File: src/logic/gpuSetupPkg.sv
`default_nettype none

package gpuSetupPkg;

	// ------------------------------
	// Datapath types
	// ------------------------------

	// Vertex and pixel position, two's complement
	typedef logic signed [11:0] coordT;

	// Drawing area register value, never negative
	typedef logic [9:0] drawCoordT;

	// Edge function result
	// Holds a 12x12 product sum plus the top-left bias, MSB is the side test
	typedef logic signed [22:0] edgeT;

	// Bresenham decision variable
	typedef logic signed [13:0] lineErrT;

	// ------------------------------
	// Primitive size limits
	// ------------------------------

	// Widest accepted box spans MAX_SPAN_X - 1
	localparam int MAX_SPAN_X = 1024;

	// Tallest accepted box spans MAX_SPAN_Y - 1
	localparam int MAX_SPAN_Y = 512;

	// ------------------------------
	// Shared helpers
	// ------------------------------

	// Draw area register seen as a signed coordinate
	function automatic coordT extArea(input drawCoordT v);
		return coordT'({2'b00, v});
	endfunction

	// Even pixel of the pair that holds x
	function automatic coordT pairLeft(input coordT x);
		return {x[11:1], 1'b0};
	endfunction

endpackage

`default_nettype wire
File: src/logic/gpuSetupTop.sv
`timescale 1ns/1ns
`default_nettype none

module gpuSetupTop #(
	parameter int pMaxSpanX = gpuSetupPkg::MAX_SPAN_X,
	parameter int pMaxSpanY = gpuSetupPkg::MAX_SPAN_Y
) (
	input  logic                   i_clk,
	input  logic                   i_arstN,
	input  gpuSetupPkg::coordT     i_x0,
	input  gpuSetupPkg::coordT     i_y0,
	input  gpuSetupPkg::coordT     i_x1,
	input  gpuSetupPkg::coordT     i_y1,
	input  gpuSetupPkg::coordT     i_x2,
	input  gpuSetupPkg::coordT     i_y2,
	input  gpuSetupPkg::drawCoordT i_drawX0,
	input  gpuSetupPkg::drawCoordT i_drawY0,
	input  gpuSetupPkg::drawCoordT i_drawX1,
	input  gpuSetupPkg::drawCoordT i_drawY1,
	input  gpuSetupPkg::coordT     i_pixelX,
	input  gpuSetupPkg::coordT     i_pixelY,
	input  logic                   i_lineStart,
	input  logic                   i_loadNext,
	output logic                   o_earlyTriangleReject,
	output logic                   o_earlyLineReject,
	output gpuSetupPkg::coordT     o_minTriX,
	output gpuSetupPkg::coordT     o_maxTriX,
	output gpuSetupPkg::coordT     o_minTriY,
	output gpuSetupPkg::coordT     o_maxTriY,
	output logic                   o_validPixelL,
	output logic                   o_validPixelR,
	output logic                   o_lineInsideDrawArea,
	output gpuSetupPkg::coordT     o_nextLineX,
	output gpuSetupPkg::coordT     o_nextLineY
);

	// Clipped triangle box, shared by the box outputs and the pair test
	gpuSetupPkg::coordT minX;
	gpuSetupPkg::coordT maxX;
	gpuSetupPkg::coordT minY;
	gpuSetupPkg::coordT maxY;
	// Edge side result per pixel of the pair
	logic insideL;
	logic insideR;

	// ------------------------------
	// Primitive setup
	// ------------------------------

	bboxClipper #(
		.pMaxSpanX (pMaxSpanX),
		.pMaxSpanY (pMaxSpanY)
	) bboxClipper_i (
		.i_x0 (i_x0), .i_y0 (i_y0),
		.i_x1 (i_x1), .i_y1 (i_y1),
		.i_x2 (i_x2), .i_y2 (i_y2),
		.i_drawX0 (i_drawX0), .i_drawY0 (i_drawY0),
		.i_drawX1 (i_drawX1), .i_drawY1 (i_drawY1),
		.o_minX (minX), .o_maxX (maxX),
		.o_minY (minY), .o_maxY (maxY),
		.o_triReject (o_earlyTriangleReject),
		.o_lineReject (o_earlyLineReject)
	);

	assign o_minTriX = minX;
	assign o_maxTriX = maxX;
	assign o_minTriY = minY;
	assign o_maxTriY = maxY;

	// ------------------------------
	// Per pixel tests
	// ------------------------------

	edgeEvaluator edgeEvaluator_i (
		.i_x0 (i_x0), .i_y0 (i_y0),
		.i_x1 (i_x1), .i_y1 (i_y1),
		.i_x2 (i_x2), .i_y2 (i_y2),
		.i_pixelX (i_pixelX), .i_pixelY (i_pixelY),
		.o_insideL (insideL), .o_insideR (insideR)
	);

	pixelWindowTest pixelWindowTest_i (
		.i_pixelX (i_pixelX), .i_pixelY (i_pixelY),
		.i_drawX0 (i_drawX0), .i_drawY0 (i_drawY0),
		.i_drawX1 (i_drawX1), .i_drawY1 (i_drawY1),
		.i_minX (minX), .i_maxX (maxX),
		.i_minY (minY), .i_maxY (maxY),
		.i_insideL (insideL), .i_insideR (insideR),
		.o_validPixelL (o_validPixelL),
		.o_validPixelR (o_validPixelR),
		.o_lineInsideDrawArea (o_lineInsideDrawArea)
	);

	// Line walk, next pixel is fed back by the scanner
	lineStepper lineStepper_i (
		.i_clk (i_clk), .i_arstN (i_arstN),
		.i_x0 (i_x0), .i_y0 (i_y0),
		.i_x1 (i_x1), .i_y1 (i_y1),
		.i_pixelX (i_pixelX), .i_pixelY (i_pixelY),
		.i_lineStart (i_lineStart), .i_loadNext (i_loadNext),
		.o_nextX (o_nextLineX), .o_nextY (o_nextLineY)
	);

endmodule

`default_nettype wire

File: src/logic/lineStepper.sv
`timescale 1ns/1ns
`default_nettype none

module lineStepper (
	input  logic               i_clk,
	input  logic               i_arstN,
	input  gpuSetupPkg::coordT i_x0,
	input  gpuSetupPkg::coordT i_y0,
	input  gpuSetupPkg::coordT i_x1,
	input  gpuSetupPkg::coordT i_y1,
	input  gpuSetupPkg::coordT i_pixelX,
	input  gpuSetupPkg::coordT i_pixelY,
	input  logic               i_lineStart,
	input  logic               i_loadNext,
	output gpuSetupPkg::coordT o_nextX,
	output gpuSetupPkg::coordT o_nextY
);

	// ------------------------------
	// Axis setup
	// ------------------------------

	logic signed [12:0] deltaX;
	logic signed [12:0] deltaY;
	logic               negXAxis;
	logic               negYAxis;
	logic [11:0]        absX;
	logic [11:0]        absY;
	logic               swapAxis;
	logic [11:0]        majorD;
	logic [11:0]        minorD;
	gpuSetupPkg::lineErrT initErr;

	assign deltaX   = {i_x1[11], i_x1} - {i_x0[11], i_x0};
	assign deltaY   = {i_y1[11], i_y1} - {i_y0[11], i_y0};
	assign negXAxis = deltaX[12];
	assign negYAxis = deltaY[12];
	assign absX     = negXAxis ? 12'(-deltaX) : deltaX[11:0];
	assign absY     = negYAxis ? 12'(-deltaY) : deltaY[11:0];

	// Y becomes the major axis on steep lines
	assign swapAxis = absY > absX;
	assign majorD   = swapAxis ? absY : absX;
	assign minorD   = swapAxis ? absX : absY;

	// 2*minor, plus one on shallow lines
	assign initErr = {1'b0, minorD, !swapAxis};

	// ------------------------------
	// Error register
	// ------------------------------

	gpuSetupPkg::lineErrT lineErr;
	gpuSetupPkg::lineErrT errIncr;
	logic                 changeDir;

	assign changeDir = lineErr > $signed({2'b00, majorD});

	// +2*minor every step, -2*major when the minor axis moves
	assign errIncr = {1'b0, minorD, 1'b0} - (changeDir ? {1'b0, majorD, 1'b0} : 14'd0);

	// Start has priority over a step in the same cycle
	always_ff @(posedge i_clk or negedge i_arstN) begin
		if (!i_arstN) begin
			lineErr <= '0;
		end else if (i_lineStart) begin
			lineErr <= initErr;
		end else if (i_loadNext) begin
			lineErr <= lineErr + errIncr;
		end
	end

	// ------------------------------
	// Next pixel
	// ------------------------------

	logic               stepXEn;
	logic               stepYEn;
	gpuSetupPkg::coordT incrX;
	gpuSetupPkg::coordT incrY;

	// Major axis always moves
	assign stepXEn = !swapAxis | changeDir;
	assign stepYEn =  swapAxis | changeDir;

	assign incrX = stepXEn ? (negXAxis ? -12'sd1 : 12'sd1) : 12'sd0;
	assign incrY = stepYEn ? (negYAxis ? -12'sd1 : 12'sd1) : 12'sd0;

	assign o_nextX = i_pixelX + incrX;
	assign o_nextY = i_pixelY + incrY;

endmodule

`default_nettype wire

File: src/logic/pixelWindowTest.sv
`timescale 1ns/1ns
`default_nettype none

module pixelWindowTest (
	input  gpuSetupPkg::coordT     i_pixelX,
	input  gpuSetupPkg::coordT     i_pixelY,
	input  gpuSetupPkg::drawCoordT i_drawX0,
	input  gpuSetupPkg::drawCoordT i_drawY0,
	input  gpuSetupPkg::drawCoordT i_drawX1,
	input  gpuSetupPkg::drawCoordT i_drawY1,
	input  gpuSetupPkg::coordT     i_minX,
	input  gpuSetupPkg::coordT     i_maxX,
	input  gpuSetupPkg::coordT     i_minY,
	input  gpuSetupPkg::coordT     i_maxY,
	input  logic                   i_insideL,
	input  logic                   i_insideR,
	output logic                   o_validPixelL,
	output logic                   o_validPixelR,
	output logic                   o_lineInsideDrawArea
);

	// Even and odd pixel of the current pair
	gpuSetupPkg::coordT pixL;
	gpuSetupPkg::coordT pixR;

	assign pixL = gpuSetupPkg::pairLeft(i_pixelX);
	assign pixR = {i_pixelX[11:1], 1'b1};

	// ------------------------------
	// Triangle pair vs clipped box
	// ------------------------------

	logic rowInBox;
	logic pixLInBox;
	logic pixRInBox;

	// Both box edges inclusive
	assign rowInBox  = (i_pixelY >= i_minY) & (i_pixelY <= i_maxY);
	assign pixLInBox = rowInBox & (pixL >= i_minX) & (pixL <= i_maxX);
	assign pixRInBox = rowInBox & (pixR >= i_minX) & (pixR <= i_maxX);

	assign o_validPixelL = pixLInBox & i_insideL;
	assign o_validPixelR = pixRInBox & i_insideR;

	// ------------------------------
	// Line pixel vs draw area
	// ------------------------------

	gpuSetupPkg::coordT areaX0;
	gpuSetupPkg::coordT areaY0;
	gpuSetupPkg::coordT areaX1;
	gpuSetupPkg::coordT areaY1;
	logic               rowInArea;
	logic               lineLeftPix;
	logic               lineRightPix;

	assign areaX0 = gpuSetupPkg::extArea(i_drawX0);
	assign areaY0 = gpuSetupPkg::extArea(i_drawY0);
	assign areaX1 = gpuSetupPkg::extArea(i_drawX1);
	assign areaY1 = gpuSetupPkg::extArea(i_drawY1);

	// Bottom row of the area excluded for lines
	assign rowInArea = (i_pixelY >= areaY0) & (i_pixelY < areaY1);

	// Bit 0 picks which half of the pair is the line pixel
	assign lineLeftPix  = !i_pixelX[0] & (pixL >= areaX0) & (pixL <= areaX1);
	assign lineRightPix =  i_pixelX[0] & (pixR >= areaX0) & (pixR <= areaX1);

	assign o_lineInsideDrawArea = rowInArea & (lineLeftPix | lineRightPix);

endmodule

`default_nettype wire

File: src/logic/edgeEvaluator.sv
`timescale 1ns/1ns
`default_nettype none

module edgeEvaluator (
	input  gpuSetupPkg::coordT i_x0,
	input  gpuSetupPkg::coordT i_y0,
	input  gpuSetupPkg::coordT i_x1,
	input  gpuSetupPkg::coordT i_y1,
	input  gpuSetupPkg::coordT i_x2,
	input  gpuSetupPkg::coordT i_y2,
	input  gpuSetupPkg::coordT i_pixelX,
	input  gpuSetupPkg::coordT i_pixelY,
	output logic               o_insideL,
	output logic               o_insideR
);

	localparam int EdgeMsb = $bits(gpuSetupPkg::edgeT) - 1;

	// Top-left rule
	// X coefficient negative, or zero with a negative Y coefficient
	function automatic logic isTopLeft(
		input gpuSetupPkg::coordT coefX,
		input gpuSetupPkg::coordT coefY
	);
		return coefX[11] | ((coefX == '0) & coefY[11]);
	endfunction

	// One edge function at a pixel, bias of -1 on top-left edges
	function automatic gpuSetupPkg::edgeT edgeAt(
		input gpuSetupPkg::coordT coefY,
		input gpuSetupPkg::coordT coefX,
		input gpuSetupPkg::coordT distY,
		input gpuSetupPkg::coordT distX,
		input logic               topLeft
	);
		gpuSetupPkg::edgeT bias;
		bias = topLeft ? -23'sd1 : 23'sd0;
		return gpuSetupPkg::edgeT'(coefY) * gpuSetupPkg::edgeT'(distY)
			+ gpuSetupPkg::edgeT'(coefX) * gpuSetupPkg::edgeT'(distX) + bias;
	endfunction

	// Inside for either winding, all signs agree
	function automatic logic allSameSide(
		input gpuSetupPkg::edgeT w0,
		input gpuSetupPkg::edgeT w1,
		input gpuSetupPkg::edgeT w2
	);
		return !(w0[EdgeMsb] | w1[EdgeMsb] | w2[EdgeMsb])
			| (w0[EdgeMsb] & w1[EdgeMsb] & w2[EdgeMsb]);
	endfunction

	// ------------------------------
	// Edge coefficients
	// ------------------------------

	// Accepted triangles keep every delta inside 12 bits
	gpuSetupPkg::coordT dx21;
	gpuSetupPkg::coordT dy12;
	gpuSetupPkg::coordT dx02;
	gpuSetupPkg::coordT dy20;
	gpuSetupPkg::coordT dx10;
	gpuSetupPkg::coordT dy01;

	assign dx21 = i_x2 - i_x1;
	assign dy12 = i_y1 - i_y2;
	assign dx02 = i_x0 - i_x2;
	assign dy20 = i_y2 - i_y0;
	assign dx10 = i_x1 - i_x0;
	assign dy01 = i_y0 - i_y1;

	// ------------------------------
	// Pixel pair evaluation
	// ------------------------------

	gpuSetupPkg::coordT pixL;
	gpuSetupPkg::edgeT  w0L;
	gpuSetupPkg::edgeT  w1L;
	gpuSetupPkg::edgeT  w2L;
	gpuSetupPkg::edgeT  w0R;
	gpuSetupPkg::edgeT  w1R;
	gpuSetupPkg::edgeT  w2R;

	assign pixL = gpuSetupPkg::pairLeft(i_pixelX);

	// Edge v1->v2, edge v2->v0, edge v0->v1
	assign w0L = edgeAt(dx21, dy12, i_pixelY - i_y1, pixL - i_x1, isTopLeft(dy12, dx21));
	assign w1L = edgeAt(dx02, dy20, i_pixelY - i_y2, pixL - i_x2, isTopLeft(dy20, dx02));
	assign w2L = edgeAt(dx10, dy01, i_pixelY - i_y0, pixL - i_x0, isTopLeft(dy01, dx10));

	// Right pixel is one step in X
	assign w0R = w0L + gpuSetupPkg::edgeT'(dy12);
	assign w1R = w1L + gpuSetupPkg::edgeT'(dy20);
	assign w2R = w2L + gpuSetupPkg::edgeT'(dy01);

	assign o_insideL = allSameSide(w0L, w1L, w2L);
	assign o_insideR = allSameSide(w0R, w1R, w2R);

endmodule

`default_nettype wire

File: src/logic/bboxClipper.sv
`timescale 1ns/1ns
`default_nettype none

module bboxClipper #(
	parameter int pMaxSpanX = gpuSetupPkg::MAX_SPAN_X,
	parameter int pMaxSpanY = gpuSetupPkg::MAX_SPAN_Y
) (
	input  gpuSetupPkg::coordT     i_x0,
	input  gpuSetupPkg::coordT     i_y0,
	input  gpuSetupPkg::coordT     i_x1,
	input  gpuSetupPkg::coordT     i_y1,
	input  gpuSetupPkg::coordT     i_x2,
	input  gpuSetupPkg::coordT     i_y2,
	input  gpuSetupPkg::drawCoordT i_drawX0,
	input  gpuSetupPkg::drawCoordT i_drawY0,
	input  gpuSetupPkg::drawCoordT i_drawX1,
	input  gpuSetupPkg::drawCoordT i_drawY1,
	output gpuSetupPkg::coordT     o_minX,
	output gpuSetupPkg::coordT     o_maxX,
	output gpuSetupPkg::coordT     o_minY,
	output gpuSetupPkg::coordT     o_maxY,
	output logic                   o_triReject,
	output logic                   o_lineReject
);

	// ------------------------------
	// Vertex 0/1 box
	// ------------------------------

	// Extra bit keeps the delta sign right over the whole vertex range
	logic signed [12:0] deltaX;
	logic signed [12:0] deltaY;
	gpuSetupPkg::coordT minX01;
	gpuSetupPkg::coordT maxX01;
	gpuSetupPkg::coordT minY01;
	gpuSetupPkg::coordT maxY01;

	assign deltaX = {i_x1[11], i_x1} - {i_x0[11], i_x0};
	assign deltaY = {i_y1[11], i_y1} - {i_y0[11], i_y0};

	// Negative delta means vertex 1 is the low corner
	assign minX01 = deltaX[12] ? i_x1 : i_x0;
	assign maxX01 = deltaX[12] ? i_x0 : i_x1;
	assign minY01 = deltaY[12] ? i_y1 : i_y0;
	assign maxY01 = deltaY[12] ? i_y0 : i_y1;

	// ------------------------------
	// Triangle box
	// ------------------------------

	gpuSetupPkg::coordT minTriX;
	gpuSetupPkg::coordT maxTriX;
	gpuSetupPkg::coordT minTriY;
	gpuSetupPkg::coordT maxTriY;

	// Grow the line box with vertex 2
	assign minTriX = (i_x2 < minX01) ? i_x2 : minX01;
	assign maxTriX = (i_x2 > maxX01) ? i_x2 : maxX01;
	assign minTriY = (i_y2 < minY01) ? i_y2 : minY01;
	assign maxTriY = (i_y2 > maxY01) ? i_y2 : maxY01;

	// Box size, always positive since max >= min
	logic [12:0] spanX;
	logic [12:0] spanY;
	logic        spanTooBig;

	assign spanX = {maxTriX[11], maxTriX} - {minTriX[11], minTriX};
	assign spanY = {maxTriY[11], maxTriY} - {minTriY[11], minTriY};
	assign spanTooBig = (spanX >= 13'(pMaxSpanX)) | (spanY >= 13'(pMaxSpanY));

	// ------------------------------
	// Draw area tests
	// ------------------------------

	gpuSetupPkg::coordT areaX0;
	gpuSetupPkg::coordT areaY0;
	gpuSetupPkg::coordT areaX1;
	gpuSetupPkg::coordT areaY1;

	assign areaX0 = gpuSetupPkg::extArea(i_drawX0);
	assign areaY0 = gpuSetupPkg::extArea(i_drawY0);
	assign areaX1 = gpuSetupPkg::extArea(i_drawX1);
	assign areaY1 = gpuSetupPkg::extArea(i_drawY1);

	// Area end is inclusive so the far side rejects only past it
	assign o_triReject = spanTooBig
		| (maxTriX < areaX0) | (minTriX > areaX1)
		| (maxTriY < areaY0) | (minTriY > areaY1);

	// Same outside rules on the vertex 0/1 box
	// span check still comes from the triangle box
	assign o_lineReject = spanTooBig
		| (maxX01 < areaX0) | (minX01 > areaX1)
		| (maxY01 < areaY0) | (minY01 > areaY1);

	// Clip to area, meaningful once the triangle is accepted
	assign o_minX = (minTriX < areaX0) ? areaX0 : minTriX;
	assign o_maxX = (maxTriX >= areaX1) ? areaX1 : maxTriX;
	assign o_minY = (minTriY < areaY0) ? areaY0 : minTriY;
	assign o_maxY = (maxTriY >= areaY1) ? areaY1 : maxTriY;

endmodule

`default_nettype wire

File: config.mk
export PLATFORM = sky130hd
export DESIGN_NAME = gpuSetupTop
export DESIGN_NICKNAME = d
export VERILOG_FILES = /design/src/logic/gpuSetupPkg.sv /design/src/logic/gpuSetupTop.sv /design/src/logic/lineStepper.sv /design/src/logic/pixelWindowTest.sv /design/src/logic/edgeEvaluator.sv /design/src/logic/bboxClipper.sv
export SDC_FILE = /design/constraint.sdc
export NUM_CORES = 2
export LEC_CHECK = 0
export BUFFER_PORTS_ARGS = -buffer_cell sky130_fd_sc_hd__clkbuf_2
export CAP_MARGIN = 40
export CORE_MARGIN = 2
export CORE_UTILIZATION = 38
export DETAILED_ROUTE_END_ITERATION = 10
export PLACE_DENSITY_LB_ADDON = 0.3
export SYNTH_ARGS = -nofsm -noshare
export SYNTH_HDL_FRONTEND = slang
export SYNTH_SLANG_ARGS = --single-unit
export TNS_END_PERCENT = 30
File: constraint.sdc
create_clock -name i_clk -period 27.3 [get_ports i_clk]
set_input_delay 2.73 -clock i_clk [delete_from_list [all_inputs] [get_ports i_clk]]
set_output_delay 2.73 -clock i_clk [all_outputs]
set_load 0.03 [all_outputs]
* After elaboration in Yosys (flattened, before gate mapping)
Index checks and enable logic that the tools add are counted.
** Operators by class
- Multiply operators :: 6
- $add $sub $neg :: 31
- Mux-type cells :: 26
- Magnitude comparators :: 32
- Reductions and logical operators :: 8
- Bitwise gates (word level) :: 41
** Operator list (number)
- $mux W12 :: 20
- $sub A12 B12 Y12 :: 12
- $add A23 B23 Y23 :: 6
- $mul A12 B12 Y23 :: 6
- $lt A12 B11 Y1 :: 7
- $add A23 B12 Y23 :: 3
- $mux W23 :: 3
- $ge A12 B11 Y1 :: 5
- $sub A12 B12 Y13 :: 4
- $gt A12 B11 Y1 :: 4
- $ge A12 B12 Y1 :: 3
- $gt A12 B12 Y1 :: 3
- $le A12 B12 Y1 :: 3
- $logic_not A12 Y1 :: 3
- $mux W14 :: 2
- $add A12 B12 Y12 :: 2
- $le A12 B11 Y1 :: 2
- $lt A12 B12 Y1 :: 2
- $neg A12 Y12 :: 2
- $or A1 B1 Y1 :: 21
- $and A1 B1 Y1 :: 20
- $add A14 B14 Y14 :: 1
- $gt A14 B13 Y1 :: 1
- $sub A13 B14 Y14 :: 1
- 5 further kinds :: 8
** Storage, ports and cells
- Flip-flop bits (word level) :: 14
- Output and inout bits :: 77
- Input bits :: 140
- Logic and storage cells :: 145

* Depth between registers and ports, before layout
- Word-level depth :: 12
- Mapped depth :: 52

* Hierarchy
A second synthesis with hierarchy kept.
** Unflattened totals
- Cells, all modules :: 6601
- Area, all modules :: 55291.8 um^2
** Modules (own cells, without submodules)
- edgeEvaluator :: sequential area each 0.0 um^2, times used 1, area an instance 40772.9 um^2, cells each 4642
- bboxClipper :: sequential area each 0.0 um^2, times used 1, area an instance 6970.4 um^2, cells each 932
- lineStepper :: sequential area each 350.3 um^2, times used 1, area an instance 5242.5 um^2, cells each 702
- pixelWindowTest :: sequential area each 0.0 um^2, times used 1, area an instance 2306.0 um^2, cells each 325

* Worst setup path after synthesis
No wires, ideal clock.
- Path type :: input to output
- Start :: input i_x2[0]
- End :: output o_validPixelR
- Data required time :: 24.570 ns
- Setup slack :: 11.531 ns
- Arrival time :: 13.039 ns
- Stages on the path :: 46
- Path through :: clkbuf_1 > inv_1 > ha_1 > inv_1 > fa_1 > nand2_1 > nand2_1 > a21oi_1 > o21bai_1 > a21oi_1 > o21bai_1 > a21oi_1 > o21bai_1 > a21oi_1 > xnor2_1 > clkbuf_1 > nand2_1 > fa_1 > [10 not listed] > inv_1 > ha_1 > a2111oi_2 > a21oi_1 > o41a_1 > a211o_1 > a21oi_1 > xnor2_1 > ha_1 > nand4_1 > or4_1 > nand3_1 > a21oi_1 > xnor2_1 > xnor3_1 > nor2_1 > mux2i_1 > nor4b_2
** Between the ends
- Word-level cells in the longest chain between the ends :: 11
- Elaborated cells on any way between the ends :: 37
** Ends and longest elaborated chain
- start, declared :: line gpuSetupTop.sv:14 : input gpuSetupPkg::coordT i_x2,
- parallel branches: the longest is 10 deep, another holds $mul A12 B12 Y23
- $and A1 B1 Y1 * :: line pixelWindowTest.sv:43 : assign o_validPixelR = pixRInBox & i_insideR;
- end, declared :: line gpuSetupTop.sv:31 : output logic o_validPixelR,
Every way passes the cells marked *.

* Worst setup path after layout
Ends and elaborated chain as after synthesis.

==> metrics.md <==
| Metric | Value |
|---|---|
| Status | `finished clean` |
| Synth unique cells | `92` |
| Arrival time at the worst endpoint | `14.68 ns` |
| Row cnt | `136` |
| Htree depth | `1` |
| Clock skew | `0.0007887 ns` |
| Post-Synth Simple-Gate Area | `0.1446` |
| CTS tree | `yes` |
| Worst hold endpoint | `lineStepper_i.lineErr[0]` |
| Worst Hold Class | `reg2reg` |
| Largest family of logic cells by synthesized area | `adder cells` |
| Number of synthesized flops with an enable pin | `0` |
| Setup TNS | `0 ns` |
| Syn_nets | `8185` |
| Initial drt markers | `3603` |
| Synth Area in XOR/XNOR | `0.05450` |
| Critical Path End Type | `primary output` |
| Top-area cell type share of the netlist area | `0.3710` |
| Worst setup SP type | `input port` |
| Sequential share of the synthesized area | `0.006632` |
| # nets final | `8372` |
| Congestion Overflow GR | `0` |
| Most common cell on crit path | `fa_1` |
| Async S/R FF share, synth | `1.000` |
| Post-synth top flop | `dfrtp_1` |
| Largest net degree at the start of global routing | `43` |
| Die area | `0.1420 sq mm` |
| Worst R2R End | `lineStepper_i.lineErr[13]` |
| Die width | `376.9 um` |
| CP max-delay cell | `fa_1` |
| Worst Hold Depth | `2` |
| Setup crit start | `i_x2[0]` |
| Later-pin clock latency in the skew report | `0.25 ns` |
| Tmin final | `17.41 ns` |
| Port Buffers | `216` |
| Die H | `376.9 um` |
| Worst Path Max Fanout | `15` |
| Mapped cell area | `0.05283 sq mm` |
| Total number of vias | `44020` |
| Worst-path clk slew | `0.05 ns` |
| First-pass GRT wire length | `271700 um` |
| I/O pin cnt | `217` |
| Max reg flops | `14` |
| CP max stage delay | `0.54 ns` |
| Layout cells sized above 1 | `0.06892` |
| Slew margin rel. | `0.2658` |
| Most flop-heavy register | `lineStepper_i.lineErr` |
| Required @ worst endpoint | `24.57 ns` |
| Adder-cell share of the synthesized area | `0.5593` |
| Fmax | `57.45 MHz` |
| Final ANT Viol Nets | `0` |
| Final count of hold timing violations | `0` |
| CTS Buf Count | `3` |
| Final slew viol count | `0` |
| Final period util | `0.6376` |
| GRT Total Usage | `0.2494` |
| Initial antenna violation count | `34` |
| Clock tree sinks | `14` |
| Reg2Reg Depth | `27` |
| Mapped Cells | `6271` |
| Postcts setup bufs | `0` |
| Placed wire-length estimate | `151400 um` |
| Compound-Gate Fraction of Synth Area | `0.1135` |
| Number of setup violations in the final report | `0` |
| Starting density of the core | `0.3838` |
| Top Registers | `lineStepper_i.lineErr: 14 flops` |
| CTS Hold Buffers Added | `0` |
| Mux share of post-synthesis cell area | `0.01116` |
| Drt pass-1 iters | `5` |
| Hold_ws | `0.5326 ns` |
| RSZ-0062 raised after global routing | `false` |
| CORE AREA | `0.1377 sq mm` |
| Max cap viols | `0` |
| Vias in the first global route | `45950` |
| Routed WL | `174600 um` |
| Synth warnings | `0` |
| Yosys top cell by area | `fa_1` |
| Crit Reg-Reg Startpoint | `lineStepper_i.lineErr[3]` |
| Post-CTS resize count | `0` |
| Syn_area_per_cell | `8.424 sq um` |
| Flops & latches, synth | `14` |
| Worst hold path startpoint | `lineStepper_i.lineErr[0]` |
| Gpl congestion | `0.9747` |
| Longest Clk Path Bufs | `2` |
| DR DRC count | `0` |
| WL/cell | `21.15 um` |
| Crit path kind | `in2out` |
| Flop-to-flop setup slack | `20.89 ns` |
| DR vias/cell | `5.331` |
| Area growth syn-to-layout | `7.437%` |
| Clock root buffer | `clkbuf_16` |
| Slew @ Worst Pin | `1.071 ns` |
| Area contributors post-synth | `fa_1, ha_1, inv_1` |
-- layout by cell type, fill, tap and decap left out, types with 86 or more instances in the layout --
cell type	instances
xor2_1	92
nor2_1	312
clkbuf_2	216
fa_1	979
a21oi_1	284
inv_1	1378
nand2_1	671
buf_4	123
o21a_1	86
a21o_1	113
ha_1	795
xnor2_1	213
o21ai_0	207
nor2b_1	110
nand2b_1	120
and2_1	153
-- critical path, delay by kind of cell --
kind | cells | cell delay, ns
fa+ha+maj | 11 | 4.84
buf+inv | 10 | 1.44
mux | 1 | 0.19
compound gates | 14 | 3.02
simple gates | 8 | 1.54
xor+xnor | 4 | 0.85
-- stage by stage --
step                      instance area, sq um  cells  worst slack, ns  utilization
after floorplan                          52830   6271            11.53            -
after global placement                   56480   8228            10.01       0.4103
after detailed placement                 56650   8247            10.03       0.4115
after CTS                                56740   8251            10.01       0.4122
after global routing                     56750   8253            9.238       0.4122
final                                    56760   8257            9.893       0.4123
-- kinds of logic after synthesis --
group,count (synthesis)
adders and majority gates,1774
buffers and inverters,1549
AOI/OAI and AO/OA,936
DFF,14
xor gates and xnor gates,321
and+or+nand+nor,1620
muxes,57
-- worst max-delay path by stage --
stage	slack, ns	endpoint	cells after the start
6_report	9.89	o_validPixelR	48
5_1_grt	9.24	o_validPixelR	48
4_1_cts	10.01	o_validPixelR	48
3_5_place_dp	10.03	o_validPixelR	48
3_3_place_gp	10.01	o_nextLineX[11]	51
2_1_floorplan	11.53	o_validPixelR	46
-- final cells by class --
class                   instances  area [sq um]
fillers                     13980         80910
multi-input cells            4708         46770
diodes                          6         15.01
well taps                    1794          2245
flip-flops and latches         14         350.3
clock buffers                   4         88.84
repair buffers                347          2096
inverters                    1384          5195
-- layer usage --
metal / track usage / wire length, um
met1: 0.3477 / 75560
met2: 0.3914 / 76200
met3: 0.05652 / 17690
met4: 0.05849 / 4923
met5: 0 / 270
-- synthesized netlist by cell type (6+ instances only) --
library cell,n
a2111oi_0,8
a211oi_1,24
a21boi_0,8
a21o_1,113
a21oi_1,284
a21oi_2,7
a31o_2,6
a31oi_1,14
and2_1,153
and3_1,22
buf_1,8
buf_2,7
clkbuf_1,149
dfrtp_1,14
fa_1,979
ha_1,795
inv_1,1378
mux2_2,9
mux2i_1,46
nand2_1,671
nand2b_1,120
nand3_1,37
nand4_1,48
nor2_1,312
nor2b_1,110
nor3_1,55
nor4_1,12
o2111ai_1,17
o211ai_1,11
o21a_1,86
o21ai_0,208
o21ai_1,29
o21bai_1,37
o22ai_1,6
o31a_1,8
o31ai_1,7
o41a_1,6
or2_2,25
or3_1,16
or4_1,17
xnor2_1,222
xor2_1,94
Power is left out: the tool's default activity adds up to more than one toggle a clock period on the data nets, which glitch-free logic cannot reach.
